File: config.mk
export PLATFORM = sky130hd
export DESIGN_NAME = mem_monitor_top
export DESIGN_NICKNAME = d
export VERILOG_FILES = /design/src/logic/mem_monitor_pkg.sv /design/src/logic/access_range_check.sv /design/src/logic/shadow_bit_check.sv /design/src/logic/error_collect.sv /design/src/logic/mem_monitor_top.sv
export VERILOG_INCLUDE_DIRS = /design/src /design/src/include
export SDC_FILE = /design/constraint.sdc
export NUM_CORES = 1
export LEC_CHECK = 0
export BUFFER_PORTS_ARGS = -buffer_cell sky130_fd_sc_hd__buf_2
export CAP_MARGIN = 10
export CORE_AREA = 2 2 121 123
export CTS_CLUSTER_SIZE = 40
export DETAILED_ROUTE_END_ITERATION = 8
export DIE_AREA = 0 0 123 125
export PLACE_DENSITY_LB_ADDON = 0.15
export SYNTH_ARGS = -nofsm -noshare
export SYNTH_HDL_FRONTEND = slang
export SYNTH_HIERARCHICAL = 1
export SYNTH_SLANG_ARGS = --single-unit
export TNS_END_PERCENT = 5
File: constraint.sdc
create_clock -name clk -period 6.25 [get_ports clk]
set_input_delay 0.625 -clock clk [delete_from_list [all_inputs] [get_ports clk]]
set_output_delay 0.625 -clock clk [all_outputs]
set_load 0.05 [all_outputs]
File: src/include/mem_monitor_params.svh
`ifndef MEM_MONITOR_PARAMS_SVH
`define MEM_MONITOR_PARAMS_SVH

// ################################################
// memory geometry
// ################################################
`define MM_WIDTH     32    // data bits per word
`define MM_BITADDR   13
`define MM_NUMADDR   6144  // top quarter of the 13-bit space is illegal
`define MM_BITWDTH   5     // bit select into a word

// ################################################
// ports and timing
// ################################################
`define MM_NUMWRPT   4
`define MM_NUMRDPT   2
`define MM_RD_DELAY  2     // read strobe to response
`define MM_CNT_W     8     // saturating error counter

`endif

File: src/logic/mem_monitor_pkg.sv
`include "mem_monitor_params.svh"

package mem_monitor_pkg;

  // ################################################
  // request and response ports
  // ################################################
  typedef struct packed {
    logic                    vld;
    logic [`MM_BITADDR-1:0]  addr;
    logic [`MM_WIDTH-1:0]    data;
  } wr_req_t;

  typedef struct packed {
    logic                    vld;
    logic [`MM_BITADDR-1:0]  addr;
  } rd_req_t;

  typedef struct packed {
    logic                    vld;
    logic [`MM_WIDTH-1:0]    dout;  // full word but only the select bit is checked
  } rd_rsp_t;

  // ################################################
  // violations and status
  // ################################################
  typedef struct packed {
    logic [`MM_NUMWRPT-1:0]  wr_range;
    logic [`MM_NUMRDPT-1:0]  rd_range;
    logic                    wr_dup;
  } access_viol_t;

  typedef struct packed {
    logic [`MM_NUMRDPT-1:0]  rd_data;
    logic [`MM_NUMRDPT-1:0]  rd_vld;   // response valid missing
  } data_viol_t;

  // order of the codes is also the priority order
  typedef enum logic [2:0] {
    ERR_NONE     = 3'd0,
    ERR_WR_RANGE = 3'd1,
    ERR_RD_RANGE = 3'd2,
    ERR_WR_DUP   = 3'd3,
    ERR_RD_DATA  = 3'd4,
    ERR_RD_VLD   = 3'd5
  } err_code_e;

  typedef struct packed {
    logic       wr_range;
    logic       rd_range;
    logic       wr_dup;
    logic       rd_data;
    logic       rd_vld;
    err_code_e  first_code;
  } err_status_t;

endpackage

File: src/logic/access_range_check.sv
`timescale 1ns/1ps
`include "mem_monitor_params.svh"

module access_range_check (
  input  mem_monitor_pkg::wr_req_t [`MM_NUMWRPT-1:0] wr,
  input  mem_monitor_pkg::rd_req_t [`MM_NUMRDPT-1:0] rd,
  output mem_monitor_pkg::access_viol_t              viol
);

  // ################################################
  // write port range and same-address pairs
  // ################################################
  always_comb begin
    viol.wr_range = '0;
    viol.wr_dup   = 1'b0;
    for (int i = 0; i < `MM_NUMWRPT; i++) begin
      viol.wr_range[i] = wr[i].vld && (wr[i].addr >= `MM_NUMADDR);
      // each unordered pair once
      for (int j = i + 1; j < `MM_NUMWRPT; j++) begin
        if (wr[i].vld && wr[j].vld && (wr[i].addr == wr[j].addr)) begin
          viol.wr_dup = 1'b1;
        end
      end
    end
  end

  // ################################################
  // read port range only
  // ################################################
  always_comb begin
    viol.rd_range = '0;
    for (int i = 0; i < `MM_NUMRDPT; i++) begin
      viol.rd_range[i] = rd[i].vld && (rd[i].addr >= `MM_NUMADDR);
    end
  end

endmodule

File: src/logic/shadow_bit_check.sv
`timescale 1ns/1ps
`include "mem_monitor_params.svh"

module shadow_bit_check (
  input  logic                                       clk,
  input  logic                                       rst,
  input  mem_monitor_pkg::wr_req_t [`MM_NUMWRPT-1:0] wr,
  input  mem_monitor_pkg::rd_req_t [`MM_NUMRDPT-1:0] rd,
  input  mem_monitor_pkg::rd_rsp_t [`MM_NUMRDPT-1:0] rsp,
  input  logic [`MM_BITADDR-1:0]                     select_addr,
  input  logic [`MM_BITWDTH-1:0]                     select_bit,
  output mem_monitor_pkg::data_viol_t                viol
);

  logic                    shadow_vld;
  logic                    shadow_val;
  logic [`MM_RD_DELAY-1:0] issued_q  [`MM_NUMRDPT];
  logic [`MM_RD_DELAY-1:0] checked_q [`MM_NUMRDPT];
  logic [`MM_RD_DELAY-1:0] expect_q  [`MM_NUMRDPT];

  // ################################################
  // shadow of the selected bit
  // ################################################
  always_ff @(posedge clk) begin
    if (rst) begin
      shadow_vld <= 1'b0;
    end else begin
      for (int p = 0; p < `MM_NUMWRPT; p++) begin
        if (wr[p].vld && (wr[p].addr == select_addr)) begin
          shadow_vld <= 1'b1;
        end
      end
    end
  end

  always_ff @(posedge clk) begin
    for (int p = 0; p < `MM_NUMWRPT; p++) begin
      if (wr[p].vld && (wr[p].addr == select_addr)) begin
        shadow_val <= wr[p].data[select_bit];  // later port overrides
      end
    end
  end

  // ################################################
  // per-port shift lines with one entry per cycle
  // ################################################
  always_ff @(posedge clk) begin
    if (rst) begin
      for (int p = 0; p < `MM_NUMRDPT; p++) begin
        issued_q[p]  <= '0;
        checked_q[p] <= '0;
      end
    end else begin
      for (int p = 0; p < `MM_NUMRDPT; p++) begin
        for (int s = `MM_RD_DELAY - 1; s > 0; s--) begin
          issued_q[p][s]  <= issued_q[p][s-1];
          checked_q[p][s] <= checked_q[p][s-1];
        end
        issued_q[p][0]  <= rd[p].vld;
        // same-cycle write not seen by this read
        checked_q[p][0] <= rd[p].vld && (rd[p].addr == select_addr) && shadow_vld;
      end
    end
  end

  always_ff @(posedge clk) begin
    for (int p = 0; p < `MM_NUMRDPT; p++) begin
      for (int s = `MM_RD_DELAY - 1; s > 0; s--) begin
        expect_q[p][s] <= expect_q[p][s-1];
      end
      expect_q[p][0] <= shadow_val;
    end
  end

  // compare at the end of the line in cycle n+MM_RD_DELAY
  always_comb begin
    for (int p = 0; p < `MM_NUMRDPT; p++) begin
      viol.rd_vld[p]  = issued_q[p][`MM_RD_DELAY-1] && !rsp[p].vld;
      viol.rd_data[p] = checked_q[p][`MM_RD_DELAY-1] && rsp[p].vld &&
                        (rsp[p].dout[select_bit] != expect_q[p][`MM_RD_DELAY-1]);
    end
  end

  a_select_addr_legal: assert property (@(posedge clk) disable iff (rst)
    select_addr < `MM_NUMADDR);

endmodule

File: src/logic/error_collect.sv
`timescale 1ns/1ps
`include "mem_monitor_params.svh"

module error_collect (
  input  logic                          clk,
  input  logic                          rst,
  input  mem_monitor_pkg::access_viol_t acc,
  input  mem_monitor_pkg::data_viol_t   dat,
  output mem_monitor_pkg::err_status_t  status,
  output logic [`MM_CNT_W-1:0]          err_count
);
  import mem_monitor_pkg::*;

  logic      hit_wr_range;
  logic      hit_rd_range;
  logic      hit_wr_dup;
  logic      hit_rd_data;
  logic      hit_rd_vld;
  logic      any_hit;
  err_code_e cur_code;

  // ################################################
  // reduce violations to one code per cycle
  // ################################################
  assign hit_wr_range = |acc.wr_range;
  assign hit_rd_range = |acc.rd_range;
  assign hit_wr_dup   = acc.wr_dup;
  assign hit_rd_data  = |dat.rd_data;
  assign hit_rd_vld   = |dat.rd_vld;
  assign any_hit      = hit_wr_range | hit_rd_range | hit_wr_dup | hit_rd_data | hit_rd_vld;

  always_comb begin
    if (hit_wr_range)      cur_code = ERR_WR_RANGE;
    else if (hit_rd_range) cur_code = ERR_RD_RANGE;
    else if (hit_wr_dup)   cur_code = ERR_WR_DUP;
    else if (hit_rd_data)  cur_code = ERR_RD_DATA;
    else if (hit_rd_vld)   cur_code = ERR_RD_VLD;
    else                   cur_code = ERR_NONE;
  end

  // ################################################
  // sticky status and saturating count
  // ################################################
  always_ff @(posedge clk) begin
    if (rst) begin
      status.wr_range   <= 1'b0;
      status.rd_range   <= 1'b0;
      status.wr_dup     <= 1'b0;
      status.rd_data    <= 1'b0;
      status.rd_vld     <= 1'b0;
      status.first_code <= ERR_NONE;
      err_count         <= '0;
    end else begin
      status.wr_range <= status.wr_range | hit_wr_range;
      status.rd_range <= status.rd_range | hit_rd_range;
      status.wr_dup   <= status.wr_dup | hit_wr_dup;
      status.rd_data  <= status.rd_data | hit_rd_data;
      status.rd_vld   <= status.rd_vld | hit_rd_vld;
      if (any_hit && (status.first_code == ERR_NONE)) begin
        status.first_code <= cur_code;  // latched once
      end
      if (any_hit && (err_count != '1)) begin
        err_count <= err_count + 1'b1;
      end
    end
  end

  a_first_code_hold: assert property (@(posedge clk) disable iff (rst)
    (status.first_code != ERR_NONE) |=> (status.first_code == $past(status.first_code)));

endmodule

File: src/logic/mem_monitor_top.sv
`timescale 1ns/1ps
`include "mem_monitor_params.svh"

module mem_monitor_top (
  input  logic                                       clk,
  input  logic                                       rst,
  input  mem_monitor_pkg::wr_req_t [`MM_NUMWRPT-1:0] wr,
  input  mem_monitor_pkg::rd_req_t [`MM_NUMRDPT-1:0] rd,
  input  mem_monitor_pkg::rd_rsp_t [`MM_NUMRDPT-1:0] rsp,
  input  logic [`MM_BITADDR-1:0]                     select_addr,
  input  logic [`MM_BITWDTH-1:0]                     select_bit,
  output mem_monitor_pkg::err_status_t               status,
  output logic [`MM_CNT_W-1:0]                       err_count
);
  import mem_monitor_pkg::*;

  access_viol_t acc_viol;  // same cycle as the request
  data_viol_t   dat_viol;  // n+MM_RD_DELAY

  // ################################################
  // legality and data checks side by side
  // ################################################
  access_range_check i_access_range_check (
    .wr   (wr),
    .rd   (rd),
    .viol (acc_viol)
  );

  shadow_bit_check i_shadow_bit_check (
    .clk         (clk),
    .rst         (rst),
    .wr          (wr),
    .rd          (rd),
    .rsp         (rsp),
    .select_addr (select_addr),
    .select_bit  (select_bit),
    .viol        (dat_viol)
  );

  error_collect i_error_collect (
    .clk       (clk),
    .rst       (rst),
    .acc       (acc_viol),
    .dat       (dat_viol),
    .status    (status),
    .err_count (err_count)
  );

endmodule

==> impl_metrics.json, run 1 <==
{
  "die_area_mm2": 0.0154,
  "vias": 4879,
  "coreArea_mm2": 0.0142,
  "setup_ws_ps": 2450,
  "outcome": "finished clean",
  "grt_max_degree": 51,
  "die_h_um": 125,
  "hp-class": "reg -> reg",
  "io_pins": 314,
  "fill_cells": 1481,
  "clk_latency_ps": 260,
  "cts_buffers": 3,
  "grt_first_pass_wirelength_mm": 28.3,
  "peakVddDrop_mv": 0.106,
  "initial_utilization": 0.315,
  "grt_usage": 0.241,
  "final.setup_skew_ps": 1.57,
  "placedCellCount": 927,
  "synth_area_mm2": 0.00448,
  "worst-path-max-fanout": 50,
  "syn_inst": 461,
  "worst_hold_slack_ps": 329,
  "period_share": 0.609,
  "r2r-start": "i_shadow_bit_check/expect_q[1][1]",
  "antenna_found_initial": 3,
  "synth_nets": 760,
  "end_kind": "flip-flop",
  "fmax_ghz": 0.263,
  "first_pass_iters": 4,
  "dp_hpwl_mm": 17.0,
  "maxCapViolCount": 0,
  "required_ps": 6400,
  "maxSlewHeadroom": 0.288,
  "final-instance-count-excl-fill": 934,
  "startpoint": "select_bit[0]",
  "wl_per_cell_um": 20.7,
  "utilization": 0.437,
  "postSynthAreaPerCell_um2": 9.71,
  "final-hold-violation-count": 0,
  "clock-sinks": 28,
  "area_growth_pct": 38.6,
  "grt_pass1_vias": 5052,
  "period_minus_slack_ps": 3800,
  "io_buffers": 313,
  "rows": 44,
  "cts_setup_buffers": 0,
  "synth_warnings": 6,
  "clockRootBuffer": "clkbuf_16",
  "drive_above_1_share": 0.499,
  "ys_ff_latch": 28,
  "finalSetupViolations": 0,
  "multi_input_area_mm2": 0.00374,
  "start_kind": "primary input",
  "worstPathArrival_ps": 3950,
  "power_leakage_nw": 2.56,
  "nets": 1047,
  "synth-async-reset-ratio": 0,
  "hold_buffers": 0,
  "yosysSeqAreaShare": 0.127,
  "synth-main-ff-cell": "dfxtp_1",
  "drtIter0Drc": 237,
  "tns_ps": 0,
  "post-place-ws_ps": 2100,
  "synth_cell_types": 51,
  "rsz0062_at_grt": "false",
  "ant_nets": 0,
  "synth_edf_count": 1,
  "final_common_cell": "buf_2",
  "fp.dieW_um": 123,
  "gp_congestion": 0.973,
  "ctsHtreeMaxLevel": 1,
  "grt_overflow_total": 0,
  "cts_buffer_depth": 2,
  "wirelength_mm": 19.3,
  "cts_resized": 0,
  "hp-start": "i_shadow_bit_check/expect_q[0][0]",
  "cts_tree": "yes",
  "drc": 0,
  "tightest_slew_ps": 1070,
  "final_cell_mix": "buf_2 (312), xnor2_1 (150), mux4_2 (50), nand4_1 (38), dfxtp_1 (27)",
  "final-max-slew-violation-count": 0,
  "regArea_um2": 571,
  "routed_via_density": 5.22,
  "clk_pin_slew_worst_paths_ps": 70,
  "path_class": "in -> reg",
  "power_density_mw_per_mm2": 121
}
[critical path: stages]
cell,delay [ps]
buf_4,680
mux4_2,590
mux4_2,500
mux2i_1,220
xnor2_1,90
and3_1,210
nor4_2,330
and3_4,320
nor3_1,80
mux2_1,310
[kinds of logic after synthesis]
| logic type | share of synthesized area |
|---|---|
| xor+xnor | 0.309 |
| simple gates | 0.179 |
| mux | 0.283 |
| compound gates | 0.0615 |
| buf+inv | 0.0369 |
| flops | 0.127 |
| fa+ha+maj | 0.00280 |
[power by group]
group	switching [mW]	total (mW)	internal, mW
clock network	0.0592	0.147	0.0873
logic	0.200	0.414	0.214
registers	0.00528	0.191	0.186
[layout make-up]
type / count / area share
Multi-Input combinational cell: 400 / 0.603
Timing Repair Buffer: 313 / 0.253
Antenna cell: 3 / 0.00121
Inverter: 2 / 0.00121
Clock buffer: 4 / 0.0127
Tap cell: 184 / 0.0371
Sequential cell: 28 / 0.0920
[stage by stage]
| step | instance area, um^2 | power, mW |
|---|---|---|
| after CTS | 6200 | 0.758 |
| after global placement | 6120 | 0.606 |
| after detailed placement | 6120 | 0.610 |
| final | 6200 | 0.752 |
| after floorplan | 4480 | 0.437 |
| after global routing | 6200 | 0.798 |
[cells in the mapped netlist (3+ instances only)]
library cell / n / share of area
clkbuf_1: 19 / 0.016
xor2_1: 8 / 0.016
buf_1: 3 / 0.0025
nor3_1: 5 / 0.0056
xnor2_1: 150 / 0.29
or3_1: 4 / 0.0056
o21ai_0: 8 / 0.0089
buf_2: 3 / 0.0034
nand2_1: 9 / 0.0075
mux4_2: 50 / 0.25
nor4_1: 12 / 0.017
dfxtp_1: 27 / 0.12
mux2i_1: 12 / 0.027
or4_1: 4 / 0.0067
and3_1: 10 / 0.014
nand2b_1: 4 / 0.0056
a22oi_1: 4 / 0.0067
buf_6: 4 / 0.010
nor2_1: 17 / 0.014
nand3_1: 10 / 0.011
nand4_1: 38 / 0.053
nor2b_1: 14 / 0.020
a21oi_1: 13 / 0.015
[registers in the layout, summed over array words and instances (netlist names)]
| register | count |
|---|---|
| i_shadow_bit_check/checked_q | 4 |
| i_shadow_bit_check/issued_q | 4 |
| i_shadow_bit_check/shadow_val | 1 |
| i_error_collect/err_count | 8 |
| i_shadow_bit_check/shadow_vld | 1 |
| i_error_collect/status | 8 |
| i_shadow_bit_check/expect_q | 2 |
[final timing paths]
check / depth (start not counted) / slack (ps) / to
max: 10 / 2450 / i_error_collect/err_count[5]
min: 0 / 330 / i_shadow_bit_check/expect_q[1][1]
max reg2reg: 6 / 4440 / i_error_collect/err_count[5]
min reg2reg: 0 / 330 / i_shadow_bit_check/expect_q[1][1]
[layer usage]
| metal | part of all wire | GRT usage | wire (um) | vias to the layer above |
|---|---|---|---|---|
| met5 | 0 | 0 | 0 | - |
| met4 | 0.010 | 0.0301 | 195 | 0 |
| met3 | 0.072 | 0.0315 | 1380 | 12 |
| met2 | 0.51 | 0.437 | 9800 | 221 |
| met1 | 0.41 | 0.312 | 7930 | 2333 |
| li1 | - | - | - | 2313 |
No activity file was read; power rests on OpenSTA's default activity.
==> run 2, diff against run 1 <==
CORE_AREA = 2 2 122 124   (was 2 2 121 123)
DIE_AREA = 0 0 124 126   (was 0 0 123 125)
clock period = 3.6 ns   (was 6.25 ns; I/O delays follow)
==> run 2 against run 1 <==
  * Hold slack worse by 1.1 ps
  * Die area increased by 1.6%
  * Critical path depth unchanged
  * Non-clock buffer count rose by 6
  * Highest routed layer unchanged
  * Cell count up 0.43%
  * First-iteration DRC count up 3.4%
==> impl_metrics.json, run 2 (synthesis gave the netlist of run 1 again) <==
{
  "regArea_um2": 571,
  "clk_pin_slew_worst_paths_ps": 70,
  "final.setup_skew_ps": 4.96,
  "cts_buffers": 3,
  "placedCellCount": 933,
  "hp-class": "reg -> reg",
  "hold_buffers": 0,
  "p_sw_uw": 455,
  "grt_first_pass_wirelength_mm": 28.6,
  "tightest_slew_ps": 680,
  "coreArea_mm2": 0.0143,
  "fp.dieW_um": 124,
  "io_buffers": 313,
  "first_pass_iters": 4,
  "wl_per_cell_um": 21.0,
  "maxSlewHeadroom": 0.542,
  "period_minus_slack_ps": 3140,
  "multi_input_area_mm2": 0.00374,
  "cts_buffer_depth": 2,
  "p_seq_frac": 0.252,
  "clockRootBuffer": "clkbuf_16",
  "fmax_ghz": 0.318,
  "place_area_mm2": 0.00616,
  "wirelength_mm": 19.7,
  "utilization": 0.437,
  "cts_resized": 0,
  "ant_nets": 0,
  "drive_above_1_share": 0.505,
  "p_comb_frac": 0.545,
  "power_leakage_nw": 2.60,
  "grt_overflow_total": 0,
  "outcome": "finished clean",
  "gp_congestion": 0.915,
  "reg_top3": "i_error_collect/err_count (8), i_error_collect/status (8)",
  "maxCapViolCount": 0,
  "internal-power_uw": 866,
  "end_kind": "flip-flop",
  "drc": 0,
  "initial_utilization": 0.313,
  "required_ps": 3790,
  "worst_hold_slack_ps": 328,
  "power_switching_share": 0.344,
  "fin_area_mm2": 0.00625,
  "worstPathArrival_ps": 3330,
  "cts_setup_buffers": 0,
  "clock-sinks": 28,
  "peakVddDrop_mv": 0.213,
  "grt_pass1_vias": 5142,
  "nets": 1053,
  "clk_latency_ps": 260,
  "cts_tree": "yes",
  "routed_via_density": 5.26,
  "final-max-slew-violation-count": 0,
  "die_area_mm2": 0.0156,
  "final-hold-violation-count": 0,
  "rsz0062_at_grt": "false",
  "die_h_um": 126,
  "path_class": "in -> reg",
  "worst-path-max-fanout": 20,
  "finalSetupViolations": 0,
  "rows": 44,
  "period_share": 0.873,
  "io_pins": 314,
  "vias": 4930,
  "power_frac_clock": 0.204,
  "power_density_mw_per_mm2": 211,
  "final_cell_mix": "buf_2 (312), xnor2_1 (150), mux4_2 (50), nand4_1 (38), dfxtp_1 (27)",
  "grt_max_degree": 28,
  "antenna_found_initial": 1,
  "start_kind": "primary input",
  "ctsHtreeMaxLevel": 1,
  "final_common_cell": "buf_2",
  "area_growth_pct": 39.7,
  "fill_cells": 1468,
  "grt_usage": 0.242,
  "dp_hpwl_mm": 17.4,
  "tns_ps": 0,
  "drtIter0Drc": 245,
  "final-instance-count-excl-fill": 938
}
run 2: changes by cell type in the layout (fill, tap and decap cells not counted), sizes merged:
cell / before / now
buf: 313 / 319
diode: 3 / 1
run 2: stage by stage:
step	setup WS, ps	power [mW]
CTS	442	1.34
floorplan	524	0.759
global placement	254	1.05
global route	243	1.40
detailed placement	157	1.06
finish	458	1.32
run 2: worst paths after layout:
kind	start	slack, ps	to	cells after the start
hold reg to reg	i_shadow_bit_check/expect_q[0][0]	330	i_shadow_bit_check/expect_q[1][1]	0
setup / recovery	select_bit[0]	460	i_error_collect/err_count[4]	10
hold / removal	i_shadow_bit_check/expect_q[0][0]	330	i_shadow_bit_check/expect_q[1][1]	0
setup reg to reg	i_shadow_bit_check/expect_q[1][1]	1790	i_error_collect/err_count[5]	6
run 2: per-layer routing:
layer	share of wire	track usage	vias up
met5	0	0	-
met2	0.52	0.441	223
met4	0.012	0.0390	0
li1	-	-	2324
met3	0.069	0.0335	20
met1	0.40	0.305	2363
run 2: power groups by stage:
stage	registers [mW]	clock network, mW	logic, mW
finish	0.332	0.269	0.719
detailed placement	0.339	0	0.722
CTS	0.332	0.280	0.725
global placement	0.339	0	0.715
floorplan	0.369	0	0.390
global route	0.334	0.293	0.775
run 2: layout make-up:
class / instances / share of cell area
Multi-Input combinational cell: 400 / 0.598
Clock buffer: 4 / 0.0142
Timing Repair Buffer: 319 / 0.258
Inverter: 2 / 0.00120
Sequential cell: 28 / 0.0912
Tap cell: 184 / 0.0368
Antenna cell: 1 / 0.000400
run 2: critical path, stage by stage:
cell and delay, ps:
buf_4 300, mux4_2 560, mux4_2 490, mux2i_1 280
xnor2_1 160, and3_1 220, nor4_2 70, and3_4 210
or4_1 500, a21oi_1 160
==> run 3, diff against run 2 <==
BUFFER_PORTS_ARGS = unset   (was -buffer_cell sky130_fd_sc_hd__buf_2)
DONT_BUFFER_PORTS = 1   (was unset)
clock period = 2.92 ns   (was 3.6 ns; I/O delays follow)
==> run 3 against run 2 <==
  * Total power increased by 2.2%
  * First-iteration DRC count down 10%
  * Cell area fell by 25%
  * Critical endpoint unchanged
  * Largest power group unchanged
==> impl_metrics.json, run 3 (synthesis gave the netlist of run 1 again) <==
{
  "outcome": "finished clean",
  "maxSlewHeadroom": 0.468,
  "worstPathArrival_ps": 2770,
  "clock-sinks": 28,
  "path_class": "in -> reg",
  "area_growth_pct": 5.03,
  "cts_tree": "yes",
  "utilization": 0.328,
  "drive_above_1_share": 0.152,
  "routed_via_density": 5.94,
  "final_cell_mix": "xnor2_1 (150), mux4_2 (50), nand4_1 (38), dfxtp_1 (27), nor2_1 (17)",
  "period_minus_slack_ps": 2580,
  "final_common_cell": "xnor2_1",
  "clk_latency_ps": 260,
  "grt_pass1_vias": 3937,
  "ctsHtreeMaxLevel": 1,
  "tns_ps": 0,
  "cts_buffers": 3,
  "final.setup_skew_ps": 3.62,
  "start_kind": "primary input",
  "drc": 0,
  "die_h_um": 126,
  "end_kind": "flip-flop",
  "nets": 740,
  "final-max-slew-violation-count": 0,
  "reg_top3": "i_error_collect/err_count (8), i_error_collect/status (8)",
  "dp_hpwl_mm": 14.6,
  "cts_buffer_depth": 2,
  "peakVddDrop_mv": 0.197,
  "grt_usage": 0.206,
  "power_leakage_nw": 1.35,
  "clockRootBuffer": "clkbuf_16",
  "grt_overflow_total": 0,
  "final-hold-violation-count": 0,
  "drtIter0Drc": 220,
  "grt_max_degree": 51,
  "maxCapViolCount": 0,
  "clk_pin_slew_worst_paths_ps": 70,
  "wirelength_mm": 16.8,
  "ant_nets": 0,
  "io_buffers": 0,
  "gp_congestion": 0.887,
  "reg2reg_setup_slack_ps": 890,
  "period_share": 0.883,
  "first_pass_iters": 7,
  "worst-path-max-fanout": 50,
  "antenna_found_initial": 1,
  "wl_per_cell_um": 26.9,
  "hold_buffers": 0,
  "rsz0062_at_grt": "false",
  "cts_setup_buffers": 0,
  "io_pins": 314,
  "grt_first_pass_wirelength_mm": 24.1,
  "finalSetupViolations": 0,
  "power_density_mw_per_mm2": 287,
  "hp-class": "in -> reg",
  "fp.dieW_um": 124,
  "tightest_slew_ps": 791,
  "required_ps": 3110,
  "rows": 44,
  "cts_resized": 0,
  "initial_utilization": 0.313,
  "vias": 3710,
  "fmax_ghz": 0.388,
  "coreArea_mm2": 0.0143,
  "die_area_mm2": 0.0156
}
==> run 3: changes by cell type in the layout (fill, tap and decap cells not counted), sizes merged <==
| cell | before | now |
|---|---|---|
| buf | 319 | 6 |
| bufinv | 0 | 1 |
| clkbuf | 4 | 3 |
==> run 3: worst max-delay path: stages <==
cell and delay [ps]:
mux4_2 460, mux4_2 490, mux2i_1 230, xnor2_1 140
and3_1 200, nor4_2 60, and3_4 220, or4_1 500
a21oi_1 170
==> run 3: area by class of cell <==
cell class                 instances  area (um^2)
clock inverter                     1         30.0
timing repair buffer               6         45.0
multi-input combinational        400         3740
fill                            1475         9610
inverter                           2         7.51
antenna                            1         2.50
tap                              184          230
sequential                        28          571
clock buffer                       3         75.1
==> run 3: worst paths after layout <==
kind / from / endpoint / cells after the start
hold / removal: rst / i_shadow_bit_check/checked_q[1][1] / 1
setup / recovery: select_bit[0] / i_error_collect/err_count[4] / 9
hold reg to reg: i_shadow_bit_check/expect_q[0][0] / i_shadow_bit_check/expect_q[1][1] / 0
setup reg to reg: i_error_collect/err_count[0] / i_error_collect/err_count[5] / 5
==> run 3: where the power goes <==
part,internal (mW),switching [mW],leakage (nW)
clock,0.273,0.132,0.0511
combinational,0.327,0.175,1.07
sequential,0.398,0.0439,0.229
total,0.998,0.351,1.35
==> run 3: through the flow <==
step	hold slack [ps]	total power [mW]	setup slack (ps)	cell area (um^2)	std cells
2_1_floorplan	310	0.939	2.95	4490	461
3_3_place_gp	317	0.954	61.8	4590	620
3_5_place_dp	323	0.954	54.5	4590	620
4_1_cts	87.0	1.36	314	4700	624
5_1_grt	78.9	1.42	220	4700	624
6_report	95.8	1.35	342	4700	625
==> run 3: routing by layer <==
metal | track usage | up-vias | part of all wire
li1 | - | 1693 | -
met1 | 0.261 | 1786 | 0.38
met2 | 0.360 | 222 | 0.50
met3 | 0.0584 | 9 | 0.11
met4 | 0.0218 | 0 | 0.0063
met5 | 0 | - | 0
